$ cat src/hw/mem_bus_pkg.sv
`default_nettype none

// enums shared by the blocks around the single memory bus
package mem_bus_pkg;

    // kind of control-flow change reported by the core for one cycle
    typedef enum logic [1:0] {
        NONE,
        BRANCH,
        JAL,
        JALR
    } redir_kind_e;

    // which requester owns the access on the bus
    typedef enum logic {
        FETCH,
        DATA
    } bus_src_e;

    // arbiter FSM, one access outstanding at most
    typedef enum logic [1:0] {
        IDLE,
        REQ,
        WAIT_RESP
    } arb_state_e;

endpackage

`default_nettype wire

$ cat src/hw/core_types_pkg.sv
`default_nettype none

// basic word types of the core as seen by the memory request path
package core_types_pkg;

    // data word moved by loads and stores
    typedef logic [31:0] word_t;

    // byte address on the memory bus, always word aligned here
    typedef logic [31:0] addr_t;

    // raw instruction word handed to decode
    typedef logic [31:0] instr_t;

    // fetch starts here unless the top level overrides it
    localparam addr_t RESET_PC = 32'h0000_0000;

endpackage

`default_nettype wire
$ cat src/hw/mem_request_top.sv
`default_nettype none

module mem_request_top
    import core_types_pkg::*, mem_bus_pkg::*;
#(
    parameter addr_t P_RESET_PC = RESET_PC
) (
    input  wire logic        clk,
    input  wire logic        rst,
    input  wire redir_kind_e i_redir_kind,
    input  wire addr_t       i_redir_pc,
    input  wire addr_t       i_redir_base,
    input  wire addr_t       i_redir_imm,
    input  wire logic        i_dreq_valid,
    output logic             o_dreq_ready,
    input  wire logic        i_dreq_we,
    input  wire addr_t       i_dreq_addr,
    input  wire word_t       i_dreq_wdata,
    output logic             o_instr_valid,
    input  wire logic        i_instr_ready,
    output instr_t           o_instr,
    output addr_t            o_instr_pc,
    output logic             o_ld_valid,
    output word_t            o_ld_data,
    output logic             o_freeze,
    output logic             o_bus_valid,
    input  wire logic        i_bus_ready,
    output logic             o_bus_we,
    output addr_t            o_bus_addr,
    output word_t            o_bus_wdata,
    input  wire logic        i_bus_rvalid,
    input  wire word_t       i_bus_rdata
);

    logic     fetch_valid;
    logic     fetch_ready;
    addr_t    fetch_addr;
    logic     cur_epoch;
    logic     data_valid;
    logic     data_ready;
    logic     data_we;
    addr_t    data_addr;
    word_t    data_wdata;
    logic     rsp_valid;
    bus_src_e rsp_src;
    logic     rsp_epoch;
    addr_t    rsp_pc;
    word_t    rsp_data;
    logic     fetch_slot_free;

    fetch_pc_unit #(
        .P_RESET_PC(P_RESET_PC)
    ) u_fetch_pc_unit (
        .clk          (clk),
        .rst          (rst),
        .i_redir_kind (i_redir_kind),
        .i_redir_pc   (i_redir_pc),
        .i_redir_base (i_redir_base),
        .i_redir_imm  (i_redir_imm),
        .i_fetch_ready(fetch_ready),
        .o_fetch_valid(fetch_valid),
        .o_fetch_addr (fetch_addr),
        .o_epoch      (cur_epoch)
    );

    lsu_req_buffer u_lsu_req_buffer (
        .clk         (clk),
        .rst         (rst),
        .i_dreq_valid(i_dreq_valid),
        .i_dreq_we   (i_dreq_we),
        .i_dreq_addr (i_dreq_addr),
        .i_dreq_wdata(i_dreq_wdata),
        .i_out_ready (data_ready),
        .o_dreq_ready(o_dreq_ready),
        .o_out_valid (data_valid),
        .o_out_we    (data_we),
        .o_out_addr  (data_addr),
        .o_out_wdata (data_wdata)
    );

    mem_request_arbiter u_mem_request_arbiter (
        .clk              (clk),
        .rst              (rst),
        .i_fetch_valid    (fetch_valid),
        .i_fetch_addr     (fetch_addr),
        .i_fetch_epoch    (cur_epoch),
        .i_data_valid     (data_valid),
        .i_data_we        (data_we),
        .i_data_addr      (data_addr),
        .i_data_wdata     (data_wdata),
        .i_dreq_pending   (i_dreq_valid),
        .i_fetch_slot_free(fetch_slot_free),
        .i_bus_ready      (i_bus_ready),
        .i_bus_rvalid     (i_bus_rvalid),
        .i_bus_rdata      (i_bus_rdata),
        .o_fetch_ready    (fetch_ready),
        .o_data_ready     (data_ready),
        .o_bus_valid      (o_bus_valid),
        .o_bus_we         (o_bus_we),
        .o_bus_addr       (o_bus_addr),
        .o_bus_wdata      (o_bus_wdata),
        .o_rsp_valid      (rsp_valid),
        .o_rsp_src        (rsp_src),
        .o_rsp_epoch      (rsp_epoch),
        .o_rsp_pc         (rsp_pc),
        .o_rsp_data       (rsp_data),
        .o_freeze         (o_freeze)
    );

    bus_response_router u_bus_response_router (
        .clk              (clk),
        .rst              (rst),
        .i_rsp_valid      (rsp_valid),
        .i_rsp_src        (rsp_src),
        .i_rsp_epoch      (rsp_epoch),
        .i_rsp_pc         (rsp_pc),
        .i_rsp_data       (rsp_data),
        .i_cur_epoch      (cur_epoch),
        .i_instr_ready    (i_instr_ready),
        .o_fetch_slot_free(fetch_slot_free),
        .o_instr_valid    (o_instr_valid),
        .o_instr          (o_instr),
        .o_instr_pc       (o_instr_pc),
        .o_ld_valid       (o_ld_valid),
        .o_ld_data        (o_ld_data)
    );

endmodule

`default_nettype wire

$ cat src/hw/bus_response_router.sv
`default_nettype none

module bus_response_router
    import core_types_pkg::*, mem_bus_pkg::*;
(
    input  wire logic     clk,
    input  wire logic     rst,
    input  wire logic     i_rsp_valid,
    input  wire bus_src_e i_rsp_src,
    input  wire logic     i_rsp_epoch,
    input  wire addr_t    i_rsp_pc,
    input  wire word_t    i_rsp_data,
    input  wire logic     i_cur_epoch,
    input  wire logic     i_instr_ready,
    output logic          o_fetch_slot_free,
    output logic          o_instr_valid,
    output instr_t        o_instr,
    output addr_t         o_instr_pc,
    output logic          o_ld_valid,
    output word_t         o_ld_data
);

    logic   slot_valid;
    logic   slot_epoch;
    logic   slot_live;
    instr_t slot_instr;
    addr_t  slot_pc;
    logic   take_instr;

    assign take_instr = i_rsp_valid && (i_rsp_src == FETCH) && (i_rsp_epoch == i_cur_epoch);

    // a redirect after capture makes the held instruction stale at once
    assign slot_live = slot_valid && (slot_epoch == i_cur_epoch);

    always_ff @(posedge clk or posedge rst) begin
        if (rst) begin
            slot_valid <= 1'b0;
            o_ld_valid <= 1'b0;
        end else begin
            o_ld_valid <= i_rsp_valid && (i_rsp_src == DATA);
            if (take_instr) begin
                slot_valid <= 1'b1;
            end else if (!slot_live || i_instr_ready) begin
                slot_valid <= 1'b0;
            end
        end
    end

    always_ff @(posedge clk) begin
        if (take_instr) begin
            slot_epoch <= i_rsp_epoch;
            slot_instr <= i_rsp_data;
            slot_pc    <= i_rsp_pc;
        end
        if (i_rsp_valid && (i_rsp_src == DATA)) begin
            o_ld_data <= i_rsp_data;
        end
    end

    // only one access is outstanding, so a fetch granted here has the slot to itself
    assign o_fetch_slot_free = !slot_live || i_instr_ready;
    assign o_instr_valid     = slot_live;
    assign o_instr           = slot_instr;
    assign o_instr_pc        = slot_pc;

endmodule

`default_nettype wire

$ cat src/hw/mem_request_arbiter.sv
`default_nettype none

module mem_request_arbiter
    import core_types_pkg::*, mem_bus_pkg::*;
(
    input  wire logic  clk,
    input  wire logic  rst,
    input  wire logic  i_fetch_valid,
    input  wire addr_t i_fetch_addr,
    input  wire logic  i_fetch_epoch,
    input  wire logic  i_data_valid,
    input  wire logic  i_data_we,
    input  wire addr_t i_data_addr,
    input  wire word_t i_data_wdata,
    input  wire logic  i_dreq_pending,
    input  wire logic  i_fetch_slot_free,
    input  wire logic  i_bus_ready,
    input  wire logic  i_bus_rvalid,
    input  wire word_t i_bus_rdata,
    output logic       o_fetch_ready,
    output logic       o_data_ready,
    output logic       o_bus_valid,
    output logic       o_bus_we,
    output addr_t      o_bus_addr,
    output word_t      o_bus_wdata,
    output logic       o_rsp_valid,
    output bus_src_e   o_rsp_src,
    output logic       o_rsp_epoch,
    output addr_t      o_rsp_pc,
    output word_t      o_rsp_data,
    output logic       o_freeze
);

    arb_state_e state;
    arb_state_e state_nxt;
    bus_src_e   cur_src;
    logic       cur_epoch;
    logic       bus_we;
    addr_t      bus_addr;
    word_t      bus_wdata;
    logic       data_grant;
    logic       fetch_grant;
    logic       bus_done;
    logic       data_done_q;

    // data wins in IDLE, fetch waits for a free instruction slot
    assign o_data_ready  = (state == IDLE);
    assign o_fetch_ready = (state == IDLE) && !i_data_valid && i_fetch_slot_free;
    assign data_grant    = i_data_valid && o_data_ready;
    assign fetch_grant   = i_fetch_valid && o_fetch_ready;
    assign bus_done      = (state == WAIT_RESP) && i_bus_rvalid;

    always_comb begin
        state_nxt = state;
        case (state)
            IDLE: begin
                if (data_grant || fetch_grant) begin
                    state_nxt = REQ;
                end
            end
            REQ: begin
                if (i_bus_ready) begin
                    state_nxt = WAIT_RESP;
                end
            end
            WAIT_RESP: begin
                if (i_bus_rvalid) begin
                    state_nxt = IDLE;
                end
            end
            default: state_nxt = IDLE;
        endcase
    end

    always_ff @(posedge clk or posedge rst) begin
        if (rst) begin
            state       <= IDLE;
            cur_src     <= FETCH;
            data_done_q <= 1'b0;
        end else begin
            state       <= state_nxt;
            data_done_q <= bus_done && (cur_src == DATA);
            if (data_grant) begin
                cur_src <= DATA;
            end else if (fetch_grant) begin
                cur_src <= FETCH;
            end
        end
    end

    // the fetch PC rides along in bus_addr until the response comes back
    always_ff @(posedge clk) begin
        if (data_grant) begin
            bus_we    <= i_data_we;
            bus_addr  <= i_data_addr;
            bus_wdata <= i_data_wdata;
        end else if (fetch_grant) begin
            bus_we    <= 1'b0;
            bus_addr  <= i_fetch_addr;
            bus_wdata <= '0;
            cur_epoch <= i_fetch_epoch;
        end
    end

    assign o_bus_valid = (state == REQ);
    assign o_bus_we    = bus_we;
    assign o_bus_addr  = bus_addr;
    assign o_bus_wdata = bus_wdata;

    // store responses end the access here and carry nothing onward
    assign o_rsp_valid = bus_done && !((cur_src == DATA) && bus_we);
    assign o_rsp_src   = cur_src;
    assign o_rsp_epoch = cur_epoch;
    assign o_rsp_pc    = bus_addr;
    assign o_rsp_data  = i_bus_rdata;

    // freeze also covers the cycle in which load data leaves the router
    assign o_freeze = i_dreq_pending || i_data_valid
        || ((state != IDLE) && (cur_src == DATA)) || data_done_q;

    // once the bus took a request, no new one may follow while it is outstanding
    a_no_req_in_wait: assert property (@(posedge clk) disable iff (rst)
        o_bus_valid && i_bus_ready |=> !o_bus_valid);

    a_rvalid_when_waiting: assert property (@(posedge clk) disable iff (rst)
        i_bus_rvalid |-> state == WAIT_RESP);

endmodule

`default_nettype wire

$ cat src/hw/lsu_req_buffer.sv
`default_nettype none

module lsu_req_buffer
    import core_types_pkg::*;
(
    input  wire logic  clk,
    input  wire logic  rst,
    input  wire logic  i_dreq_valid,
    input  wire logic  i_dreq_we,
    input  wire addr_t i_dreq_addr,
    input  wire word_t i_dreq_wdata,
    input  wire logic  i_out_ready,
    output logic       o_dreq_ready,
    output logic       o_out_valid,
    output logic       o_out_we,
    output addr_t      o_out_addr,
    output word_t      o_out_wdata
);

    logic  full;
    logic  req_we;
    addr_t req_addr;
    word_t req_wdata;

    // the entry is only refilled once it is empty, so take and give never overlap
    always_ff @(posedge clk or posedge rst) begin
        if (rst) begin
            full <= 1'b0;
        end else if (i_dreq_valid && o_dreq_ready) begin
            full <= 1'b1;
        end else if (o_out_valid && i_out_ready) begin
            full <= 1'b0;
        end
    end

    always_ff @(posedge clk) begin
        if (i_dreq_valid && o_dreq_ready) begin
            req_we    <= i_dreq_we;
            req_addr  <= i_dreq_addr;
            req_wdata <= i_dreq_wdata;
        end
    end

    assign o_dreq_ready = ~full;
    assign o_out_valid  = full;
    assign o_out_we     = req_we;
    assign o_out_addr   = req_addr;
    assign o_out_wdata  = req_wdata;

    a_held_stable: assert property (@(posedge clk) disable iff (rst)
        o_out_valid && !i_out_ready |=> o_out_valid && $stable(o_out_we)
            && $stable(o_out_addr) && $stable(o_out_wdata));

endmodule

`default_nettype wire

$ cat src/hw/fetch_pc_unit.sv
`default_nettype none

module fetch_pc_unit
    import core_types_pkg::*, mem_bus_pkg::*;
#(
    parameter addr_t P_RESET_PC = RESET_PC
) (
    input  wire logic        clk,
    input  wire logic        rst,
    input  wire redir_kind_e i_redir_kind,
    input  wire addr_t       i_redir_pc,
    input  wire addr_t       i_redir_base,
    input  wire addr_t       i_redir_imm,
    input  wire logic        i_fetch_ready,
    output logic             o_fetch_valid,
    output addr_t            o_fetch_addr,
    output logic             o_epoch
);

    addr_t pc;
    addr_t redir_target;
    addr_t jalr_sum;
    logic  epoch;
    logic  active;

    always_comb begin
        jalr_sum = i_redir_base + i_redir_imm;
        case (i_redir_kind)
            BRANCH, JAL: redir_target = i_redir_pc + i_redir_imm;
            // jalr drops the low bit of the sum, as the ISA asks
            JALR:        redir_target = {jalr_sum[31:1], 1'b0};
            default:     redir_target = pc;
        endcase
    end

    always_ff @(posedge clk or posedge rst) begin
        if (rst) begin
            pc     <= P_RESET_PC;
            epoch  <= 1'b0;
            active <= 1'b0;
        end else begin
            active <= 1'b1;
            if (i_redir_kind != NONE) begin
                // a fetch accepted on this same edge belongs to the old epoch
                pc    <= redir_target;
                epoch <= ~epoch;
            end else if (o_fetch_valid && i_fetch_ready) begin
                pc <= pc + 32'd4;
            end
        end
    end

    assign o_fetch_valid = active;
    assign o_fetch_addr  = pc;
    assign o_epoch       = epoch;

    a_fetch_aligned: assert property (@(posedge clk) disable iff (rst)
        o_fetch_valid |-> o_fetch_addr[1:0] == 2'b00);

endmodule

`default_nettype wire

$ cat config.mk
export PLATFORM = sky130hd
export DESIGN_NAME = mem_request_top
export DESIGN_NICKNAME = d
export VERILOG_FILES = /design/src/hw/mem_bus_pkg.sv /design/src/hw/core_types_pkg.sv /design/src/hw/mem_request_top.sv /design/src/hw/bus_response_router.sv /design/src/hw/mem_request_arbiter.sv /design/src/hw/lsu_req_buffer.sv /design/src/hw/fetch_pc_unit.sv
export SDC_FILE = /design/constraint.sdc
export NUM_CORES = 1
export LEC_CHECK = 0
export BUFFER_PORTS_ARGS = -buffer_cell sky130_fd_sc_hd__buf_4
export CORE_MARGIN = 4
export CORE_UTILIZATION = 53
export DETAILED_ROUTE_END_ITERATION = 16
export PLACE_DENSITY = 0.81
export SLEW_MARGIN = 40
export SYNTH_ARGS = -nofsm -noshare
export SYNTH_HDL_FRONTEND = slang
export SYNTH_SLANG_ARGS = --single-unit
$ cat constraint.sdc
create_clock -name clk -period 6.6 [get_ports clk]
set_clock_uncertainty 0.1 [all_clocks]
set_input_delay 0.99 -clock clk [delete_from_list [all_inputs] [get_ports clk]]
set_output_delay 0.99 -clock clk [all_outputs]
set_load 0.005 [all_outputs]
# Word level (Yosys, flattened, before mapping)

Index checks and enable logic that the tools add are counted.

Add/subtract/negate cells: 3
Equal/unequal tests: 11
Multiplexer cells: 18
Bitwise gates (word level): 4
Reductions and logical operators: 33

Operators by type and width:

| operator                                            | count |
|---|---|
| two-way mux 32 bit                                  | 6 |
| adder 32 bit                                        | 2 |
| one-hot mux 32 bit (2 select lines)                 | 1 |
| adder 32 x 3 -> 32 bit, second input constant       | 1 |
| logical AND 1 bit                                   | 14 |
| nonzero test 2 bit                                  | 6 |
| two-way mux 1 bit                                   | 7 |
| equality test 2 bit, second input constant          | 3 |
| two-way mux 2 bit                                   | 3 |
| one-hot mux 2 bit (3 select lines)                  | 1 |
| logical OR 1 bit                                    | 5 |
| equality test 2 x 1 -> 1 bit, second input constant | 2 |
| != test 2 bit, second input constant                | 2 |
| NOT 1 bit                                           | 4 |
| AND reduction 2 bit                                 | 2 |
| zero test 1 bit                                     | 3 |
| != test 3 bit, second input constant                | 1 |
| AND reduction 3 bit                                 | 1 |
| equality test 1 bit                                 | 2 |
| zero test 2 bit                                     | 1 |
| != test 2 x 1 -> 1 bit, second input constant       | 1 |
| OR reduction 2 bit                                  | 1 |

Register bits: 269
Bits of input ports: 201
Output and inout port bits: 166
Logic and storage cells: 89

# Longest topological paths before layout

Depth after elaboration: 9
Mapped depth: 12
Depth with buffers taken out: 12

# Cells and area by module

A second synthesis with hierarchy kept.

Cell total of the unflattened synthesis: 1156
Area total of the unflattened synthesis: 14059.7 µm²

Modules (own cells, without submodules):

| module              | times used | cells each | area each (µm²) | sequential area each (µm²) |
|---|---|---|---|---|
| fetch_pc_unit       | 1          | 748        | 5671.7          | 850.8 |
| mem_request_arbiter | 1          | 229        | 3362.0          | 2082.0 |
| bus_response_router | 1          | 109        | 3025.4          | 2962.8 |
| lsu_req_buffer      | 1          | 70         | 2000.7          | 1976.9 |

# Least setup slack after synthesis

Ideal clock, no wire load.

Path kind: input to register
Start point: input i_bus_rvalid
End point: register u_bus_response_router.slot_instr[0] (netlist: u_bus_response_router.o_instr[0]), enable pin
Setup time: 0.570 ns
Arrival time: 5.637 ns
Data required time: 5.930 ns
Path slack: 0.293 ns
Stages: 2
Buffers on the path: 0
Cell sequence: nand3b_1 > nor3_1

Longest elaborated chain between the ends: 4

RTL lines:

| item                                 | RTL line                   | RTL |
|---|---|---|
| from (decl)                          | mem_request_top.sv:31      | `input wire logic i_bus_rvalid,` |
| logical AND 1 bit                    | mem_request_arbiter.sv:51  | `assign bus_done = (state == WAIT_RESP) && i_bus_rvalid;` |
| logical AND 1 bit                    | mem_request_arbiter.sv:111 | `assign o_rsp_valid = bus_done && !((cur_src == DATA) && bus_we);` |
| logical AND 1 bit (2 in series)      | bus_response_router.sv:30  | `assign take_instr = i_rsp_valid && (i_rsp_src == FETCH) && (i_rsp_epoch == i_cur_epoch);` |
| via u_bus_response_router.take_instr | bus_response_router.sv:28  | `logic take_instr;` |
| to (signal assigned)                 | bus_response_router.sv:52  | `slot_instr <= i_rsp_data;` |
| to (decl)                            | bus_response_router.sv:26  | `instr_t slot_instr;` |

The timed path passes the listed nets, and every way through them passes these cells.
A chain may end at the register's enable or synchronous reset.

# Worst setup path after layout

Start point: input i_redir_imm[0]
End point: register u_fetch_pc_unit.pc[30] (netlist: u_fetch_pc_unit.o_fetch_addr[30])

Longest elaborated chain between the ends: 3
Elaborated cells between the ends (all ways): 4
Classes of those cells: add/sub: 2; mux: 2

RTL lines:

| item                                    | RTL line                                 | RTL |
|---|---|---|
| from (decl)                             | mem_request_top.sv:13                    | `input wire addr_t i_redir_imm,` |
| adder 32 bit (on tied branches)         | fetch_pc_unit.sv:27, fetch_pc_unit.sv:29 |  |
| one-hot mux 32 bit (2 select lines) (*) | fetch_pc_unit.sv:28                      | `case (i_redir_kind)` |
| two-way mux 32 bit (*)                  | fetch_pc_unit.sv:43                      | `if (i_redir_kind != NONE) begin` |
| to (signal assigned)                    | fetch_pc_unit.sv:45                      | `pc <= redir_target;` |
| to (signal assigned)                    | fetch_pc_unit.sv:48                      | `pc <= pc + 32'd4;` |
| to (decl)                               | fetch_pc_unit.sv:20                      | `addr_t pc;` |

Every way passes the cells marked *; elsewhere a longest branch is shown, timed or not.

==> flow_summary.ini <==
[route]
drtAntennaViolNets = 0
vias = 9688
drt_iter0_markers = 781
dr.pass1.iters = 5
drc = 0
routedWlPerCell_um = 20.8
vias_per_cell = 5.64
wl_mm = 35.7

[floorplan]
die-area_mm2 = 0.0270
core_mm2 = 0.0238
rows = 56
initial_core_util_pct = 54.5
ios = 367
die_x_um = 164
die_h_um = 164

[run]
max_cap_violations = 0

[power]
p_leak_nw = 7.00
power-per-cell-area_mw_per_mm2 = 326
ir_drop_uv = 245

[timing]
rsz0062_at_grt = false
period_minus_slack_ps = 3500
max_freq_mhz = 286
setup_viol = 0
finalHoldViolations = 0
slew_viol_final = 0
setup_ws_ps = 3100
finalSetupTns_ps = 0
worst_pin_slew_ps = 688
period_share_pct = 53.0
slew_headroom_pct = 54.0

[clock_tree]
cts_hold_buf = 0
clk_transition_reported_paths_ps = 60
cts_sinks = 269
clock_latency_ps = 500
cts_root_buf = clkbuf_16
cts_tree = built
cts_setup_buffers = 0
cts_resized = 0
h-tree-depth = 1
numCtsBuffers = 25
clk_path_buf_depth = 3

[worst_setup_path]
end_kind = flop
start_kind = input pin
arrival_ps = 3770
critical_path_class = input pin to flop
worstPathRequired_ps = 6880
critPathMaxFanout = 3

[synthesis]
synth_top_cell_by_area = edfxtp_1
synth_ff_type = edfxtp_1
syn_nets = 1273
synth_edf_count = 228
synthArstFlopShare_pct = 15.2
ys_seq_area_share_pct = 60.8
yosysTopAreaCellShare_pct = 52.9
postSynthCellCount = 1005
ys_warn_count = 0
ys_ff_latch = 269
yosysUniqueCellTypes = 64
netlist_area_mm2 = 0.0129
yosys-top-cells-area = edfxtp_1, dfrtp_1, ha_1
syn_area_per_cell_um2 = 12.9

[grt]
grt_pass1_vias = 9485
antenna_found_initial = 0
gr-usage-all-layers_pct = 25.4
grt_pass1_wl_mm = 52.9
grt_overflow_total = 0
grt_max_degree = 50

[final_layout]
antenna_cells = 0
finalInstanceArea_mm2 = 0.0169
final_common_cell = buf_4
layout_common_cells = buf_4, edfxtp_1, ha_1
drive_gt1_share_pct = 32.9
syn_to_final_growth_pct = 30.9
num-nets-final = 1650

[placement]
port_buffers = 366
place_congestion = 0.860
placed_area_mm2 = 0.0161
dp_hpwl_mm = 27.4
place_ws_ps = 2640

[outcome]
status = finished, final reports clean

[worst_hold_path]
hp-class = flop to flop
synthesized netlist by cell type, drive strengths merged, types with 5 or more instances:
cell,instances
o21bai,6
a21oi,62
dfrtp,41
clkbuf,24
a31oi,8
nand2,62
nor2,60
nor2b,10
o21ai,48
o211ai,7
nand3,22
a221oi,6
xor2,39
a211oi,18
inv,22
mux2,30
ha,65
edfxtp,228
o31ai,5
o22ai,5
and3,43
or3,5
mux2i,10
a311oi,6
a21o,31
a22oi,5
nand4,15
nand2b,13
nor3,15
o21a,10
xnor2,41
power breakdown:
group | leakage [nW] | switching, mW | internal, mW
combinational | 4.02 | 0.785 | 0.748
clock | 0.382 | 0.580 | 0.814
sequential | 2.60 | 0.230 | 2.37
worst max-delay path, stage by stage:
cell and delay [ps]:
buf_4 90, ha_1 190, inv_1 70, fa_1 370, nand2b_1 210, a21o_1 190
a21oi_1 260, o21ai_0 230, a41oi_1 430, nor2_1 150, o31ai_1 310, xnor2_1 170
o211ai_1 110
flip-flops by register name, summed over array words and instances (netlist names), 2 cells and up:
name and count:
u_fetch_pc_unit.o_fetch_addr 32, u_mem_request_arbiter.o_bus_addr 32, u_bus_response_router.o_instr_pc 32, u_lsu_req_buffer.o_out_wdata 32, u_bus_response_router.o_ld_data 32, u_lsu_req_buffer.o_out_addr 32
u_mem_request_arbiter.o_bus_wdata 32, u_mem_request_arbiter.state 2, u_bus_response_router.o_instr 32
per-layer routing:
layer	part of all wire (%)	GRT usage (%)
met5	0	0
met3	8.1	4.52
met2	51	44.9
met4	2.5	7.05
met1	38	32.2
final timing paths:
| check | depth (start not counted) | end | from | slack [ps] |
|---|---|---|---|---|
| setup / recovery | 13 | u_fetch_pc_unit.o_fetch_addr[30] | i_redir_imm[0] | 3100 |
| hold / removal | 0 | u_bus_response_router.o_instr_pc[2] | u_mem_request_arbiter.o_bus_addr[2] | 350 |
| setup reg to reg | 9 | u_fetch_pc_unit.o_fetch_addr[30] | u_lsu_req_buffer.o_out_valid | 3220 |
| hold reg to reg | 0 | u_bus_response_router.o_instr_pc[2] | u_mem_request_arbiter.o_bus_addr[2] | 350 |
| max in group asynchronous | 2 | u_lsu_req_buffer.o_out_valid | rst | 5540 |
| min in group asynchronous | 2 | u_fetch_pc_unit.o_fetch_addr[6] | rst | 450 |
metrics by stage:
stage	utilization, %	hold WS [ps]	instances	total power [mW]
2_1_floorplan	-	346	1005	3.36
3_3_place_gp	67.7	333	1672	4.06
3_5_place_dp	68.0	338	1674	4.15
4_1_cts	71.3	353	1719	5.56
5_1_grt	71.3	366	1719	5.79
6_report	71.3	349	1719	5.53
kinds of logic (layout without fill, tap and decap cells):
| logic type | Yosys count | after routing | share of synthesized area, % |
|---|---|---|---|
| other cells | 1 | 1 | 0.0290 |
| buf+inv | 48 | 443 | 1.39 |
| flops | 269 | 269 | 60.8 |
| simple gates | 262 | 262 | 10.4 |
| mux | 40 | 40 | 3.38 |
| xor+xnor | 80 | 80 | 5.41 |
| compound gates | 238 | 238 | 12.0 |
| fa+ha+maj | 67 | 67 | 6.59 |
layout make-up:
class	count	area (µm²)
repair buffers	375	2850
fillers	1643	6810
clock buffers	36	697
inverters	23	88.8
flip-flops and latches	269	7870
clock inverters	9	105
well taps	319	399
multi-input cells	688	4930
Power figures use the tool's default switching activity.
